`src/hw/fdsu_defs.svh`:
```
`ifndef FDSU_DEFS_SVH
`define FDSU_DEFS_SVH

// Exponent result carried between the EX stages
`define FDSU_EXPNT_W 10

// Floating register file index
`define FDSU_FREG_W 5

// IEEE rounding mode field
`define FDSU_RM_W 3

// SRT iteration counter
`define FDSU_CNT_W 5

// Rounds minus one for the single mantissa width
`define FDSU_CNT_INI 14

`endif

```
`src/hw/fdsu_pkg.sv`:
```
package fdsu_pkg;

  `include "fdsu_defs.svh"

  typedef logic [`FDSU_EXPNT_W-1:0] expnt_t;  // Exponent result
  typedef logic [`FDSU_FREG_W-1:0]  freg_t;   // Destination register index
  typedef logic [`FDSU_RM_W-1:0]    rm_t;     // Rounding mode
  typedef logic [`FDSU_CNT_W-1:0]   srt_cnt_t;  // Iteration count

  // Main sequencer
  typedef enum logic [2:0] {
    IDLE = 3'b000,  // No instruction in flight
    WFI2 = 3'b001,  // Wait for operand 1 after down-stall
    ITER = 3'b010,  // SRT iterations
    RND  = 3'b011,  // Rounding
    PACK = 3'b100,  // Result ready
    WFWB = 3'b101   // Waiting on write-back grant
  } fdsu_state_e;

  // Write-back tracker
  typedef enum logic [1:0] {
    WB_IDLE  = 2'b00,  // Nothing tracked
    WB_EX2   = 2'b10,  // Issued instruction left EX1
    WB_CMPLT = 2'b01   // Result waiting for grant
  } wb_state_e;

endpackage

```
`src/hw/fdsu_ctrl.sv`:
```
`timescale 1ns/10ps

module fdsu_ctrl (
  input  logic fdsu_clk,               // Unit clock
  input  logic cpurst_b,               // Async reset, active low
  input  logic ctrl_xx_ex1_inst_vld,   // EX1 instruction valid
  input  logic ctrl_fdsu_ex1_sel,      // EX1 instruction targets this unit
  input  logic ctrl_xx_ex1_stall,      // Pipeline holds EX1
  input  logic ex1_srt_skip,           // Result known without iteration
  input  logic ex1_op0_id,             // Operand 0 is denormal
  input  logic ex1_op1_id_vld,         // Operand 1 needs an extra cycle
  input  logic srt_last_round,         // Final SRT round this cycle
  input  logic frbus_fdsu_wb_grant,    // Result bus grant
  input  logic rtu_xx_ex1_cancel,      // Kill EX1
  input  logic rtu_xx_ex2_cancel,      // Kill EX2
  input  logic rtu_yy_xx_async_flush,  // Global flush
  output logic ex1_pipedown,           // Iteration start
  output logic ex2_pipedown,           // SRT done
  output logic ex3_pipedown,           // Rounding done
  output logic ex1_save_op0,           // Capture operand 0 exponent
  output logic ex1_op1_sel,            // Feed operand 1 in WFI2
  output logic fdsu_flush,             // Clears both machines
  output logic srt_itering,            // Sequencer in ITER
  output logic fdsu_fpu_ex1_cmplt,     // EX1 accepted by the unit
  output logic fdsu_fpu_ex1_stall,     // Hold EX1
  output logic fdsu_frbus_wb_vld,      // Result valid on the bus
  output logic fdsu_fpu_no_op          // Unit idle
);

  import fdsu_pkg::*;

  fdsu_state_e fdsu_cur_state;
  fdsu_state_e fdsu_next_state;
  wb_state_e   wb_cur_state;
  wb_state_e   wb_nxt_state;

  logic ex1_inst_vld;   // Valid and selected
  logic ex1_res_vld;    // Skip result, no iteration
  logic sm_start;       // Sequencer takes the EX1 instruction
  logic dn_stall;       // Start needs one WFI2 cycle
  logic iter_start;     // Counter load and EX1 pipedown
  logic srt_idle;       // Sequencer free this cycle
  logic sm_idle;
  logic sm_wfi2;
  logic sm_rnd;
  logic sm_cmplt;       // PACK or WFWB
  logic wb_sm_idle;
  logic wb_sm_ex2;
  logic wb_sm_cmplt;    // Tracker holds a result
  logic wb_idle;        // Tracker free this cycle
  logic result_vld;
  logic wb_retire;      // Result leaves on the bus
  logic busy;

  assign ex1_inst_vld = ctrl_xx_ex1_inst_vld && ctrl_fdsu_ex1_sel;
  assign ex1_res_vld  = ex1_inst_vld && ex1_srt_skip;

  assign sm_idle     = fdsu_cur_state == IDLE;
  assign sm_wfi2     = fdsu_cur_state == WFI2;
  assign srt_itering = fdsu_cur_state == ITER;
  assign sm_rnd      = fdsu_cur_state == RND;
  assign sm_cmplt    = (fdsu_cur_state == PACK) || (fdsu_cur_state == WFWB);

  assign wb_sm_idle  = wb_cur_state == WB_IDLE;
  assign wb_sm_ex2   = wb_cur_state == WB_EX2;
  assign wb_sm_cmplt = wb_sm_ex2 || (wb_cur_state == WB_CMPLT);

  assign result_vld = sm_cmplt && wb_sm_cmplt;  // Both machines agree on a result
  assign wb_retire  = result_vld && frbus_fdsu_wb_grant;

  assign srt_idle   = sm_idle || wb_retire;  // Back-to-back issue on grant
  assign sm_start   = ex1_inst_vld && srt_idle && !ex1_srt_skip;
  assign dn_stall   = sm_start && ex1_op1_id_vld;
  assign iter_start = sm_start && !dn_stall || sm_wfi2;

  assign wb_idle = wb_sm_idle || (wb_cur_state == WB_CMPLT) && wb_retire;

  always_ff @(posedge fdsu_clk or negedge cpurst_b) begin
    if (!cpurst_b)
      fdsu_cur_state <= IDLE;
    else if (fdsu_flush)
      fdsu_cur_state <= IDLE;  // Flush drops the instruction
    else
      fdsu_cur_state <= fdsu_next_state;
  end

  always_comb begin
    case (fdsu_cur_state)
      IDLE: begin
        if (sm_start)
          fdsu_next_state = dn_stall ? WFI2 : ITER;
        else
          fdsu_next_state = IDLE;
      end
      WFI2: fdsu_next_state = ITER;  // Operand 1 ready now
      ITER: fdsu_next_state = srt_last_round ? RND : ITER;
      RND:  fdsu_next_state = PACK;
      PACK, WFWB: begin
        if (!wb_retire)
          fdsu_next_state = WFWB;  // Hold under back-pressure
        else if (sm_start)
          fdsu_next_state = dn_stall ? WFI2 : ITER;  // Next one starts at once
        else
          fdsu_next_state = IDLE;
      end
      default: fdsu_next_state = IDLE;
    endcase
  end

  always_ff @(posedge fdsu_clk or negedge cpurst_b) begin
    if (!cpurst_b)
      wb_cur_state <= WB_IDLE;
    else if (fdsu_flush)
      wb_cur_state <= WB_IDLE;
    else
      wb_cur_state <= wb_nxt_state;
  end

  // Tracks whether the issued instruction left EX1 unstalled
  always_comb begin
    case (wb_cur_state)
      WB_IDLE: begin
        if (ex1_inst_vld && !(ctrl_xx_ex1_stall || ex1_res_vld || dn_stall))
          wb_nxt_state = WB_EX2;
        else
          wb_nxt_state = WB_IDLE;
      end
      WB_EX2, WB_CMPLT: begin
        if (!wb_retire)
          wb_nxt_state = WB_CMPLT;  // Result still owed
        else if (iter_start && !ctrl_xx_ex1_stall)
          wb_nxt_state = WB_EX2;  // Successor moves up
        else
          wb_nxt_state = WB_IDLE;
      end
      default: wb_nxt_state = WB_IDLE;
    endcase
  end

  assign fdsu_flush = rtu_xx_ex1_cancel && wb_idle  // Cancel only an untracked EX1
                   || rtu_xx_ex2_cancel && wb_sm_ex2
                   || rtu_yy_xx_async_flush;

  assign fdsu_fpu_ex1_stall = ex1_inst_vld && !(srt_idle || sm_wfi2) && !wb_idle
                           || ex1_inst_vld && dn_stall;  // Extra operand cycle

  assign busy = ex1_inst_vld || !sm_idle || !wb_sm_idle;

  assign ex1_pipedown       = iter_start;
  assign ex2_pipedown       = srt_last_round;  // Already qualified with ITER
  assign ex3_pipedown       = sm_rnd;
  assign ex1_save_op0       = sm_start && ex1_op0_id && ex1_op1_id_vld;
  assign ex1_op1_sel        = sm_wfi2;
  assign fdsu_fpu_ex1_cmplt = ex1_inst_vld;
  assign fdsu_frbus_wb_vld  = result_vld;
  assign fdsu_fpu_no_op     = !busy;

endmodule

```
`src/hw/fdsu_srt_cnt.sv`:
```
`timescale 1ns/10ps

`include "fdsu_defs.svh"

module fdsu_srt_cnt (
  input  logic fdsu_clk,             // Unit clock
  input  logic cpurst_b,             // Async reset, active low
  input  logic fdsu_flush,           // Drop iteration
  input  logic ex1_pipedown,         // Iteration start
  input  logic srt_itering,          // Sequencer in ITER
  input  logic ex2_of,               // Overflow known early
  input  logic ex2_uf_srt_skip,      // Underflow ends iteration
  input  logic srt_remainder_zero,   // Exact quotient reached
  output logic srt_last_round,       // Final round this cycle
  output logic ex2_srt_first_round,  // First round after start
  output logic srt_sm_on             // Iteration running
);

  import fdsu_pkg::*;

  srt_cnt_t srt_cnt;
  logic     srt_cnt_zero;
  logic     srt_early_end;  // Exception or exact result

  always_ff @(posedge fdsu_clk or negedge cpurst_b) begin
    if (!cpurst_b)
      srt_cnt <= '0;
    else if (fdsu_flush)
      srt_cnt <= '0;
    else if (ex1_pipedown)
      srt_cnt <= srt_cnt_t'(`FDSU_CNT_INI);  // Full round count
    else if (srt_itering)
      srt_cnt <= srt_cnt - srt_cnt_t'(1);
  end

  always_ff @(posedge fdsu_clk or negedge cpurst_b) begin
    if (!cpurst_b)
      ex2_srt_first_round <= 1'b0;
    else if (fdsu_flush)
      ex2_srt_first_round <= 1'b0;
    else
      ex2_srt_first_round <= ex1_pipedown;  // One cycle after each start
  end

  assign srt_cnt_zero  = ~|srt_cnt;
  assign srt_early_end = ex2_of || ex2_uf_srt_skip || srt_remainder_zero;

  assign srt_last_round = (srt_early_end || srt_cnt_zero) && srt_itering;
  assign srt_sm_on      = srt_itering;

endmodule

```
`src/hw/fdsu_stage_regs.sv`:
```
`timescale 1ns/10ps

module fdsu_stage_regs (
  input  logic            fdsu_clk,              // Unit clock
  input  logic            ex1_pipedown,          // Load EX1 bank
  input  logic            ex2_pipedown,          // Load EX2 bank
  input  fdsu_pkg::freg_t idu_fpu_ex1_dst_freg,  // Destination register
  input  logic            ex1_result_sign,       // Result sign
  input  logic            ex1_of_result_lfn,     // Overflow gives largest finite
  input  logic            ex1_div,               // Divide
  input  logic            ex1_sqrt,              // Square root
  input  fdsu_pkg::rm_t   ex1_rm,                // Rounding mode
  input  logic            ex2_result_inf,        // Infinite result
  input  logic            ex2_result_lfn,        // Largest finite result
  input  logic            ex2_of,                // Overflow
  input  logic            ex2_uf,                // Underflow
  input  logic            ex2_potnt_of,          // Overflow possible after round
  input  logic            ex2_potnt_uf,          // Underflow possible after round
  output fdsu_pkg::freg_t fdsu_yy_wb_freg,
  output logic            fdsu_yy_result_sign,
  output logic            fdsu_yy_of_rm_lfn,
  output logic            fdsu_yy_div,
  output logic            fdsu_yy_sqrt,
  output fdsu_pkg::rm_t   fdsu_yy_rm,
  output logic            fdsu_yy_result_inf,
  output logic            fdsu_yy_result_lfn,
  output logic            fdsu_yy_of,
  output logic            fdsu_yy_uf,
  output logic            fdsu_yy_potnt_of,
  output logic            fdsu_yy_potnt_uf
);

  // Instruction info, held for the whole iteration
  always_ff @(posedge fdsu_clk) begin
    if (ex1_pipedown) begin
      fdsu_yy_wb_freg     <= idu_fpu_ex1_dst_freg;
      fdsu_yy_result_sign <= ex1_result_sign;
      fdsu_yy_of_rm_lfn   <= ex1_of_result_lfn;
      fdsu_yy_div         <= ex1_div;
      fdsu_yy_sqrt        <= ex1_sqrt;
      fdsu_yy_rm          <= ex1_rm;
    end
  end

  // Exception info from the SRT stage
  always_ff @(posedge fdsu_clk) begin
    if (ex2_pipedown) begin
      fdsu_yy_result_inf <= ex2_result_inf;
      fdsu_yy_result_lfn <= ex2_result_lfn;
      fdsu_yy_of         <= ex2_of;
      fdsu_yy_uf         <= ex2_uf;
      fdsu_yy_potnt_of   <= ex2_potnt_of;
      fdsu_yy_potnt_uf   <= ex2_potnt_uf;
    end
  end

endmodule

```
`src/hw/fdsu_expnt_reg.sv`:
```
`timescale 1ns/10ps

module fdsu_expnt_reg (
  input  logic             fdsu_clk,                 // Unit clock
  input  logic             ex1_save_op0,             // Keep operand 0 exponent
  input  logic             ex1_pipedown,             // Iteration start
  input  logic             ex2_pipedown,             // SRT done
  input  logic             ex3_pipedown,             // Rounding done
  input  fdsu_pkg::expnt_t ex1_oper_id_expnt,        // Operand 0 exponent
  input  fdsu_pkg::expnt_t ex1_expnt_adder_op0,      // EX1 adder result
  input  fdsu_pkg::expnt_t ex2_srt_expnt_rst,        // EX2 exponent
  input  fdsu_pkg::expnt_t ex3_expnt_adjust_result,  // Adjusted after rounding
  input  logic             ex2_rslt_denorm,          // Denormal from EX2
  input  logic             ex3_rslt_denorm,          // Denormal from EX3
  output fdsu_pkg::expnt_t fdsu_yy_expnt_rst,        // Shared exponent
  output logic             fdsu_yy_rslt_denorm       // Result is denormal
);

  // One register serves all stages, save wins
  always_ff @(posedge fdsu_clk) begin
    if (ex1_save_op0)
      fdsu_yy_expnt_rst <= ex1_oper_id_expnt;
    else if (ex1_pipedown)
      fdsu_yy_expnt_rst <= ex1_expnt_adder_op0;
    else if (ex2_pipedown)
      fdsu_yy_expnt_rst <= ex2_srt_expnt_rst;
    else if (ex3_pipedown)
      fdsu_yy_expnt_rst <= ex3_expnt_adjust_result;  // Final exponent
  end

  always_ff @(posedge fdsu_clk) begin
    if (ex2_pipedown)
      fdsu_yy_rslt_denorm <= ex2_rslt_denorm;
    else if (ex3_pipedown)
      fdsu_yy_rslt_denorm <= ex3_rslt_denorm;  // Rounding may renormalize
  end

endmodule

```
`src/hw/fdsu_top.sv`:
```
`timescale 1ns/10ps

module fdsu_top (
  input  logic             fdsu_clk,
  input  logic             cpurst_b,
  input  logic             ctrl_xx_ex1_inst_vld,
  input  logic             ctrl_fdsu_ex1_sel,
  input  logic             ctrl_xx_ex1_stall,
  input  logic             ex1_srt_skip,
  input  logic             ex1_op0_id,
  input  logic             ex1_op1_id_vld,
  input  fdsu_pkg::freg_t  idu_fpu_ex1_dst_freg,
  input  logic             ex1_result_sign,
  input  logic             ex1_of_result_lfn,
  input  logic             ex1_div,
  input  logic             ex1_sqrt,
  input  fdsu_pkg::rm_t    ex1_rm,
  input  fdsu_pkg::expnt_t ex1_oper_id_expnt,
  input  fdsu_pkg::expnt_t ex1_expnt_adder_op0,
  input  logic             ex2_result_inf,
  input  logic             ex2_result_lfn,
  input  logic             ex2_of,
  input  logic             ex2_uf,
  input  logic             ex2_potnt_of,
  input  logic             ex2_potnt_uf,
  input  logic             ex2_uf_srt_skip,
  input  fdsu_pkg::expnt_t ex2_srt_expnt_rst,
  input  logic             ex2_rslt_denorm,
  input  fdsu_pkg::expnt_t ex3_expnt_adjust_result,
  input  logic             ex3_rslt_denorm,
  input  logic             srt_remainder_zero,
  input  logic             frbus_fdsu_wb_grant,
  input  logic             rtu_xx_ex1_cancel,
  input  logic             rtu_xx_ex2_cancel,
  input  logic             rtu_yy_xx_async_flush,
  output logic             ex1_pipedown,
  output logic             ex2_pipedown,
  output logic             ex3_pipedown,
  output logic             ex1_save_op0,
  output logic             ex1_op1_sel,
  output logic             ex2_srt_first_round,
  output logic             srt_sm_on,
  output logic             fdsu_fpu_ex1_cmplt,
  output logic             fdsu_fpu_ex1_stall,
  output logic             fdsu_frbus_wb_vld,
  output logic             fdsu_fpu_no_op,
  output fdsu_pkg::freg_t  fdsu_yy_wb_freg,
  output logic             fdsu_yy_result_sign,
  output logic             fdsu_yy_of_rm_lfn,
  output logic             fdsu_yy_div,
  output logic             fdsu_yy_sqrt,
  output fdsu_pkg::rm_t    fdsu_yy_rm,
  output logic             fdsu_yy_result_inf,
  output logic             fdsu_yy_result_lfn,
  output logic             fdsu_yy_of,
  output logic             fdsu_yy_uf,
  output logic             fdsu_yy_potnt_of,
  output logic             fdsu_yy_potnt_uf,
  output fdsu_pkg::expnt_t fdsu_yy_expnt_rst,
  output logic             fdsu_yy_rslt_denorm
);

  logic fdsu_flush;      // Control to counter
  logic srt_itering;     // Sequencer in ITER
  logic srt_last_round;  // Counter back to control

  fdsu_ctrl u_ctrl (
    .fdsu_clk              (fdsu_clk),
    .cpurst_b              (cpurst_b),
    .ctrl_xx_ex1_inst_vld  (ctrl_xx_ex1_inst_vld),
    .ctrl_fdsu_ex1_sel     (ctrl_fdsu_ex1_sel),
    .ctrl_xx_ex1_stall     (ctrl_xx_ex1_stall),
    .ex1_srt_skip          (ex1_srt_skip),
    .ex1_op0_id            (ex1_op0_id),
    .ex1_op1_id_vld        (ex1_op1_id_vld),
    .srt_last_round        (srt_last_round),
    .frbus_fdsu_wb_grant   (frbus_fdsu_wb_grant),
    .rtu_xx_ex1_cancel     (rtu_xx_ex1_cancel),
    .rtu_xx_ex2_cancel     (rtu_xx_ex2_cancel),
    .rtu_yy_xx_async_flush (rtu_yy_xx_async_flush),
    .ex1_pipedown          (ex1_pipedown),
    .ex2_pipedown          (ex2_pipedown),
    .ex3_pipedown          (ex3_pipedown),
    .ex1_save_op0          (ex1_save_op0),
    .ex1_op1_sel           (ex1_op1_sel),
    .fdsu_flush            (fdsu_flush),
    .srt_itering           (srt_itering),
    .fdsu_fpu_ex1_cmplt    (fdsu_fpu_ex1_cmplt),
    .fdsu_fpu_ex1_stall    (fdsu_fpu_ex1_stall),
    .fdsu_frbus_wb_vld     (fdsu_frbus_wb_vld),
    .fdsu_fpu_no_op        (fdsu_fpu_no_op)
  );

  fdsu_srt_cnt u_srt_cnt (
    .fdsu_clk            (fdsu_clk),
    .cpurst_b            (cpurst_b),
    .fdsu_flush          (fdsu_flush),
    .ex1_pipedown        (ex1_pipedown),
    .srt_itering         (srt_itering),
    .ex2_of              (ex2_of),
    .ex2_uf_srt_skip     (ex2_uf_srt_skip),
    .srt_remainder_zero  (srt_remainder_zero),
    .srt_last_round      (srt_last_round),
    .ex2_srt_first_round (ex2_srt_first_round),
    .srt_sm_on           (srt_sm_on)
  );

  fdsu_stage_regs u_stage_regs (
    .fdsu_clk             (fdsu_clk),
    .ex1_pipedown         (ex1_pipedown),
    .ex2_pipedown         (ex2_pipedown),
    .idu_fpu_ex1_dst_freg (idu_fpu_ex1_dst_freg),
    .ex1_result_sign      (ex1_result_sign),
    .ex1_of_result_lfn    (ex1_of_result_lfn),
    .ex1_div              (ex1_div),
    .ex1_sqrt             (ex1_sqrt),
    .ex1_rm               (ex1_rm),
    .ex2_result_inf       (ex2_result_inf),
    .ex2_result_lfn       (ex2_result_lfn),
    .ex2_of               (ex2_of),
    .ex2_uf               (ex2_uf),
    .ex2_potnt_of         (ex2_potnt_of),
    .ex2_potnt_uf         (ex2_potnt_uf),
    .fdsu_yy_wb_freg      (fdsu_yy_wb_freg),
    .fdsu_yy_result_sign  (fdsu_yy_result_sign),
    .fdsu_yy_of_rm_lfn    (fdsu_yy_of_rm_lfn),
    .fdsu_yy_div          (fdsu_yy_div),
    .fdsu_yy_sqrt         (fdsu_yy_sqrt),
    .fdsu_yy_rm           (fdsu_yy_rm),
    .fdsu_yy_result_inf   (fdsu_yy_result_inf),
    .fdsu_yy_result_lfn   (fdsu_yy_result_lfn),
    .fdsu_yy_of           (fdsu_yy_of),
    .fdsu_yy_uf           (fdsu_yy_uf),
    .fdsu_yy_potnt_of     (fdsu_yy_potnt_of),
    .fdsu_yy_potnt_uf     (fdsu_yy_potnt_uf)
  );

  fdsu_expnt_reg u_expnt_reg (
    .fdsu_clk                (fdsu_clk),
    .ex1_save_op0            (ex1_save_op0),
    .ex1_pipedown            (ex1_pipedown),
    .ex2_pipedown            (ex2_pipedown),
    .ex3_pipedown            (ex3_pipedown),
    .ex1_oper_id_expnt       (ex1_oper_id_expnt),
    .ex1_expnt_adder_op0     (ex1_expnt_adder_op0),
    .ex2_srt_expnt_rst       (ex2_srt_expnt_rst),
    .ex3_expnt_adjust_result (ex3_expnt_adjust_result),
    .ex2_rslt_denorm         (ex2_rslt_denorm),
    .ex3_rslt_denorm         (ex3_rslt_denorm),
    .fdsu_yy_expnt_rst       (fdsu_yy_expnt_rst),
    .fdsu_yy_rslt_denorm     (fdsu_yy_rslt_denorm)
  );

endmodule

```
`config.mk`:
```
export PLATFORM = sky130hd
export DESIGN_NAME = fdsu_top
export DESIGN_NICKNAME = d
export VERILOG_FILES = /design/src/hw/fdsu_pkg.sv /design/src/hw/fdsu_ctrl.sv /design/src/hw/fdsu_srt_cnt.sv /design/src/hw/fdsu_stage_regs.sv /design/src/hw/fdsu_expnt_reg.sv /design/src/hw/fdsu_top.sv
export VERILOG_INCLUDE_DIRS = /design/src /design/src/hw
export SDC_FILE = /design/constraint.sdc
export NUM_CORES = 1
export LEC_CHECK = 0
export BUFFER_PORTS_ARGS = -buffer_cell sky130_fd_sc_hd__buf_2
export CAP_MARGIN = 25
export CELL_PAD_IN_SITES_DETAIL_PLACEMENT = 0
export CELL_PAD_IN_SITES_GLOBAL_PLACEMENT = 2
export CORE_UTILIZATION = 24
export CTS_CLUSTER_SIZE = 20
export DETAILED_ROUTE_END_ITERATION = 6
export HOLD_SLACK_MARGIN = 0.06
export PLACE_DENSITY = 0.74
export SLEW_MARGIN = 20
export SYNTH_ARGS = -nofsm -noshare
export SYNTH_HDL_FRONTEND = slang
export SYNTH_HIERARCHICAL = 1
export SYNTH_SLANG_ARGS = --single-unit
```
`constraint.sdc`:
```
create_clock -name fdsu_clk -period 2.8 [get_ports fdsu_clk]
set_clock_uncertainty 0.2 [all_clocks]
set_input_delay 0.14 -clock fdsu_clk [delete_from_list [all_inputs] [get_ports fdsu_clk]]
set_output_delay 0.14 -clock fdsu_clk [all_outputs]
set_load 0.05 [all_outputs]
```
==> results by stage <==
Floorplan:
- Pin placement for this block handled 114 I/O pins.
- The die outline width is 95.42 µm.
- After floorplanning, the core was divided into 33 placement rows.
- The area of the die is 9105 µm².
- The starting utilization of the core area is 0.2511.
- The height of the die is 95.42 µm.
- The total core area is 8341 µm².

Timing:
- The smallest clock period supported by the final layout is computed as 2.565 ns.
- The slew of the pin with the lowest slew margin is 0.4359 ns.
- The number of endpoints failing setup at the final stage is 0.
- The final-layout setup total negative slack is 0 ns.
- Final hold analysis gives a worst-case slack of 0.07945 ns.
- The count of endpoints failing hold in the final timing report is 0.
- The relative slew slack is 0.7085.
- The final-report max-slew violation count was 0.
- The post-route clock period utilization is 0.9160.
- Setup repair after global routing left no endpoint under its margin.
- Timing would allow up to 389.9 MHz.
- After layout, the worst setup slack is 0.2352 ns.

Synthesis:
- The most area-hungry cell type in the Yosys netlist is sky130_fd_sc_hd__edfxtp_1.
- The portion of the post-synthesis area used by sequential elements is 0.5472.
- After synthesis, the netlist uses 46 different library cells.
- The synthesized design contains 40 register bits.
- The largest family of logic cells by synthesized area is simple AND/OR/NAND/NOR gates.
- By area the synthesized netlist is led by sky130_fd_sc_hd__edfxtp_1, sky130_fd_sc_hd__dfrtp_1, sky130_fd_sc_hd__a211oi_2.
- The synthesized-area fraction occupied by ao, oa, aoi and oai cells is 0.1380.
- The net count of the mapped netlist is 241.
- The fraction of registers with async set or reset after synthesis is 0.2750.
- The commonest cells after synthesis are sky130_fd_sc_hd__edfxtp_1, sky130_fd_sc_hd__dfrtp_1, sky130_fd_sc_hd__nor2b_1, sky130_fd_sc_hd__nor3b_1, sky130_fd_sc_hd__mux2i_1.
- The synthesized netlist occupies a cell area of 2095 µm².
- The most used standard cell by instance count after synthesis is sky130_fd_sc_hd__edfxtp_1.
- The adder-cell share of the synthesized area is 0.02987.
- The simple-gate portion of the synthesized area is 0.1744.
- The most frequently used flop master after synthesis is sky130_fd_sc_hd__edfxtp_1.
- The synthesized area divided by synthesized cell count is 12.93 µm².
- The portion of synthesized area spent on multiplexers is 0.05317.
- The number of synthesized flops with an enable pin is 29.
- Of the total synthesized cell area, the portion taken by XOR and XNOR cells is 0.01673.
- Synthesis produced a netlist whose cell count is 162.
- The share of synthesized area in the top cell type comes to 0.4158.
- The total number of yosys warnings is 6.

Outcome:
- The run finished with clean final reports.

Drt:
- Before antenna repair, the detailed router went through 3 iterations.
- The DRC violation count after routing is 0.
- The number of nets with antenna violations after routing is 0.
- The average detailed-routed wire length per instance is 13.96 µm.
- The via count is 1847.
- After the first detailed-routing iteration, the DRC count stood at 66.
- Dividing the detail-routed via count by the number of cells gives 4.305.
- After detailed routing, the total wire length is 5987 µm.

CTS:
- The number of buffers between clock root and the deepest sink is 2.
- The tree is rooted in a sky130_fd_sc_hd__clkbuf_8.
- The number of clock sinks is 40.
- The number of instances resized during post-cts repair is 0.
- The clock transition at the registers of the reported paths is 0.08 ns.
- The H-tree generated during clock tree synthesis spans 2 levels.
- The clock latency on the worst-skew pair is 0.29 ns.
- TritonCTS built the clock tree.
- Counting the buffers created by CTS gives 5.
- The buffers inserted during post-CTS setup optimization is 0.
- The number of buffers inserted by hold repair at cts is 40.

Global routing:
- The combined global-route utilization of all metal layers is 0.1330.
- The first global-routing pass estimated 9156 µm of wire.
- The maximum number of pins on one net before global-route repair is 28.
- The aggregate global routing overflow is 0.
- The number of global-route vias before repair was 1876.
- The initial antenna violation count is 0.

Cells and area:
- The relative area change from synthesis to final layout is 58.48%.
- After routing the design area is 3319 µm².
- Summing all multi-input logic gate instances after layout gives 882.1 µm².
- The filler cells instantiated in the layout total 834.
- The antenna diode count is 0.
- The register area is 1146 µm².
- The layout cell share with drive strength beyond 1 is 0.4660.
- The final layout net count is 402.

Critical path:
- Grouping stages by cell kind, the critical path spends the most delay in buffers and inverters.
- The critical path in this run is classified as flip-flop to flip-flop.
- The most prevalent standard cell on the critical path is sky130_fd_sc_hd__dlygate4sd3_1.
- Traced cell by cell, the critical path runs through inv_1 -> ha_1 -> a221o_1 -> dlygate4sd3_1 -> nor2_1 -> dlygate4sd3_1.
- The element type at the critical path end is a flip-flop.
- Data on the critical path is required at its endpoint by 2.83 ns.
- The slowest stage cell on the critical path is sky130_fd_sc_hd__dlygate4sd3_1.
- The critical path data arrival time is 2.60 ns.
- The delay contributed by the slowest stage of the critical path is 0.60 ns.
- In this run the worst path has a maximum fanout of 3.
- STA classifies the critical path startpoint as a flip-flop.
- The count of buffer and inverter cells on the critical path is 3.

Power:
- The maximum vdd drop is 0.1679 mV.
- The cell area power density is 388.3 nW/µm².
- The leakage power figure is 0.001436 µW.

Place:
- Before CTS, the worst setup slack after placement is 0.3350 ns.
- The number of port buffers is 113.
- The post-place instance area is 2839 µm².
- The detailed placer's ending HPWL is 4441 µm.
- The routability congestion estimate is 0.7179.

Hold path:
- The kind of path behind the tightest hold check is primary input to flip-flop.

Job:
- The tool flagged a number of max-cap violations equal to 0.
## worst paths after layout
check,from,to,slack (ns),cells past startpoint
min,ex1_oper_id_expnt[3],u_expnt_reg/fdsu_yy_expnt_rst[3]$_DFFE_PP_,0.08,3
max reg2reg,u_ctrl/wb_cur_state[0]$_DFF_PN0_,u_ctrl/fdsu_cur_state[2]$_DFF_PN0_,0.24,6
min reg2reg,u_srt_cnt/srt_cnt[4]$_DFFE_PN0P_,u_srt_cnt/srt_cnt[4]$_DFFE_PN0P_,0.37,2
min in group asynchronous,cpurst_b,u_ctrl/fdsu_cur_state[0]$_DFF_PN0_,0.53,3
max in group asynchronous,cpurst_b,u_srt_cnt/srt_cnt[2]$_DFFE_PN0P_,0.83,4
max,u_ctrl/wb_cur_state[0]$_DFF_PN0_,u_ctrl/fdsu_cur_state[2]$_DFF_PN0_,0.24,6
## registers in the layout (all words and copies together), names as in the netlist, 2 cells and up
signal and flops:
u_ctrl/fdsu_cur_state 3, u_stage_regs/fdsu_yy_rm 3, u_expnt_reg/fdsu_yy_expnt_rst 10, u_ctrl/wb_cur_state 2, u_srt_cnt/srt_cnt 5, u_stage_regs/fdsu_yy_wb_freg 5
## routing by layer
metal	vias to the layer above	wire length, µm	GRT usage
met3	11	369	0.03110
met1	843	2478	0.1560
li1	926	-	-
met5	-	0	0
met4	0	113	0.04975
met2	67	3026	0.2345
## worst min-delay path, stage by stage
cell and delay (ns):
sky130_fd_sc_hd__buf_2 0.08, sky130_fd_sc_hd__nor2b_1 0.04, sky130_fd_sc_hd__a211oi_2 0.18
## cell usage in the layout, fill, tap and decap left out, drive strengths merged
cell type and instances:
o21bai 1, and4b 1, and3 2, ha 5, dlygate4sd3 40, inv 9, xor2 2, nand2 4
nor2 6, a221oi 2, nand3 4, a221o 1, nor4b 3, clkbuf 6, clkinv 2, a21oi 6
nand2b 1, o21ai 1, o31ai 2, or3 1, o21a 1, mux2 1, a211oi 10, and2 2
mux2i 10, dfrtp 11, edfxtp 29, and3b 2, xnor2 2, a31o 1, nor3b 11, a21boi 1
or4 1, nor2b 11, o211ai 4, and4bb 1, a32oi 1, or2 1, nor3 3, buf 122
## power breakdown
group          leakage, µW  total [µW]  switching, µW  internal, µW
clock            0.0000403         356            186           170
sequential        0.000417         665           5.07           660
combinational     0.000978         268            147           121
total              0.00144        1290            338           951
## stage by stage
step | power [µW] | utilization | instances
after global placement | 903.7 | 0.3404 | 381
after floorplan | 811.6 | - | 162
after CTS | 1315 | 0.3980 | 429
final | 1289 | 0.3980 | 429
after global routing | 1353 | 0.3980 | 429
after detailed placement | 906.3 | 0.3404 | 381
## logic make-up after synthesis
logic type,count (synthesis)
muxes,11
and+or+nand+nor,54
AOI/OAI and AO/OA,31
xor gates and xnor gates,4
adders and majority gates,5
buffers and inverters,17
DFF,40
## area by class of cell
class / instances / share of cell area
clock buffers: 6 / 0.02186
flip-flops and latches: 40 / 0.3453
repair buffers: 162 / 0.3151
inverters: 9 / 0.01018
multi-input cells: 105 / 0.2657
well taps: 105 / 0.03958
clock inverters: 2 / 0.002262
No activity file was read; power rests on OpenSTA's default activity.
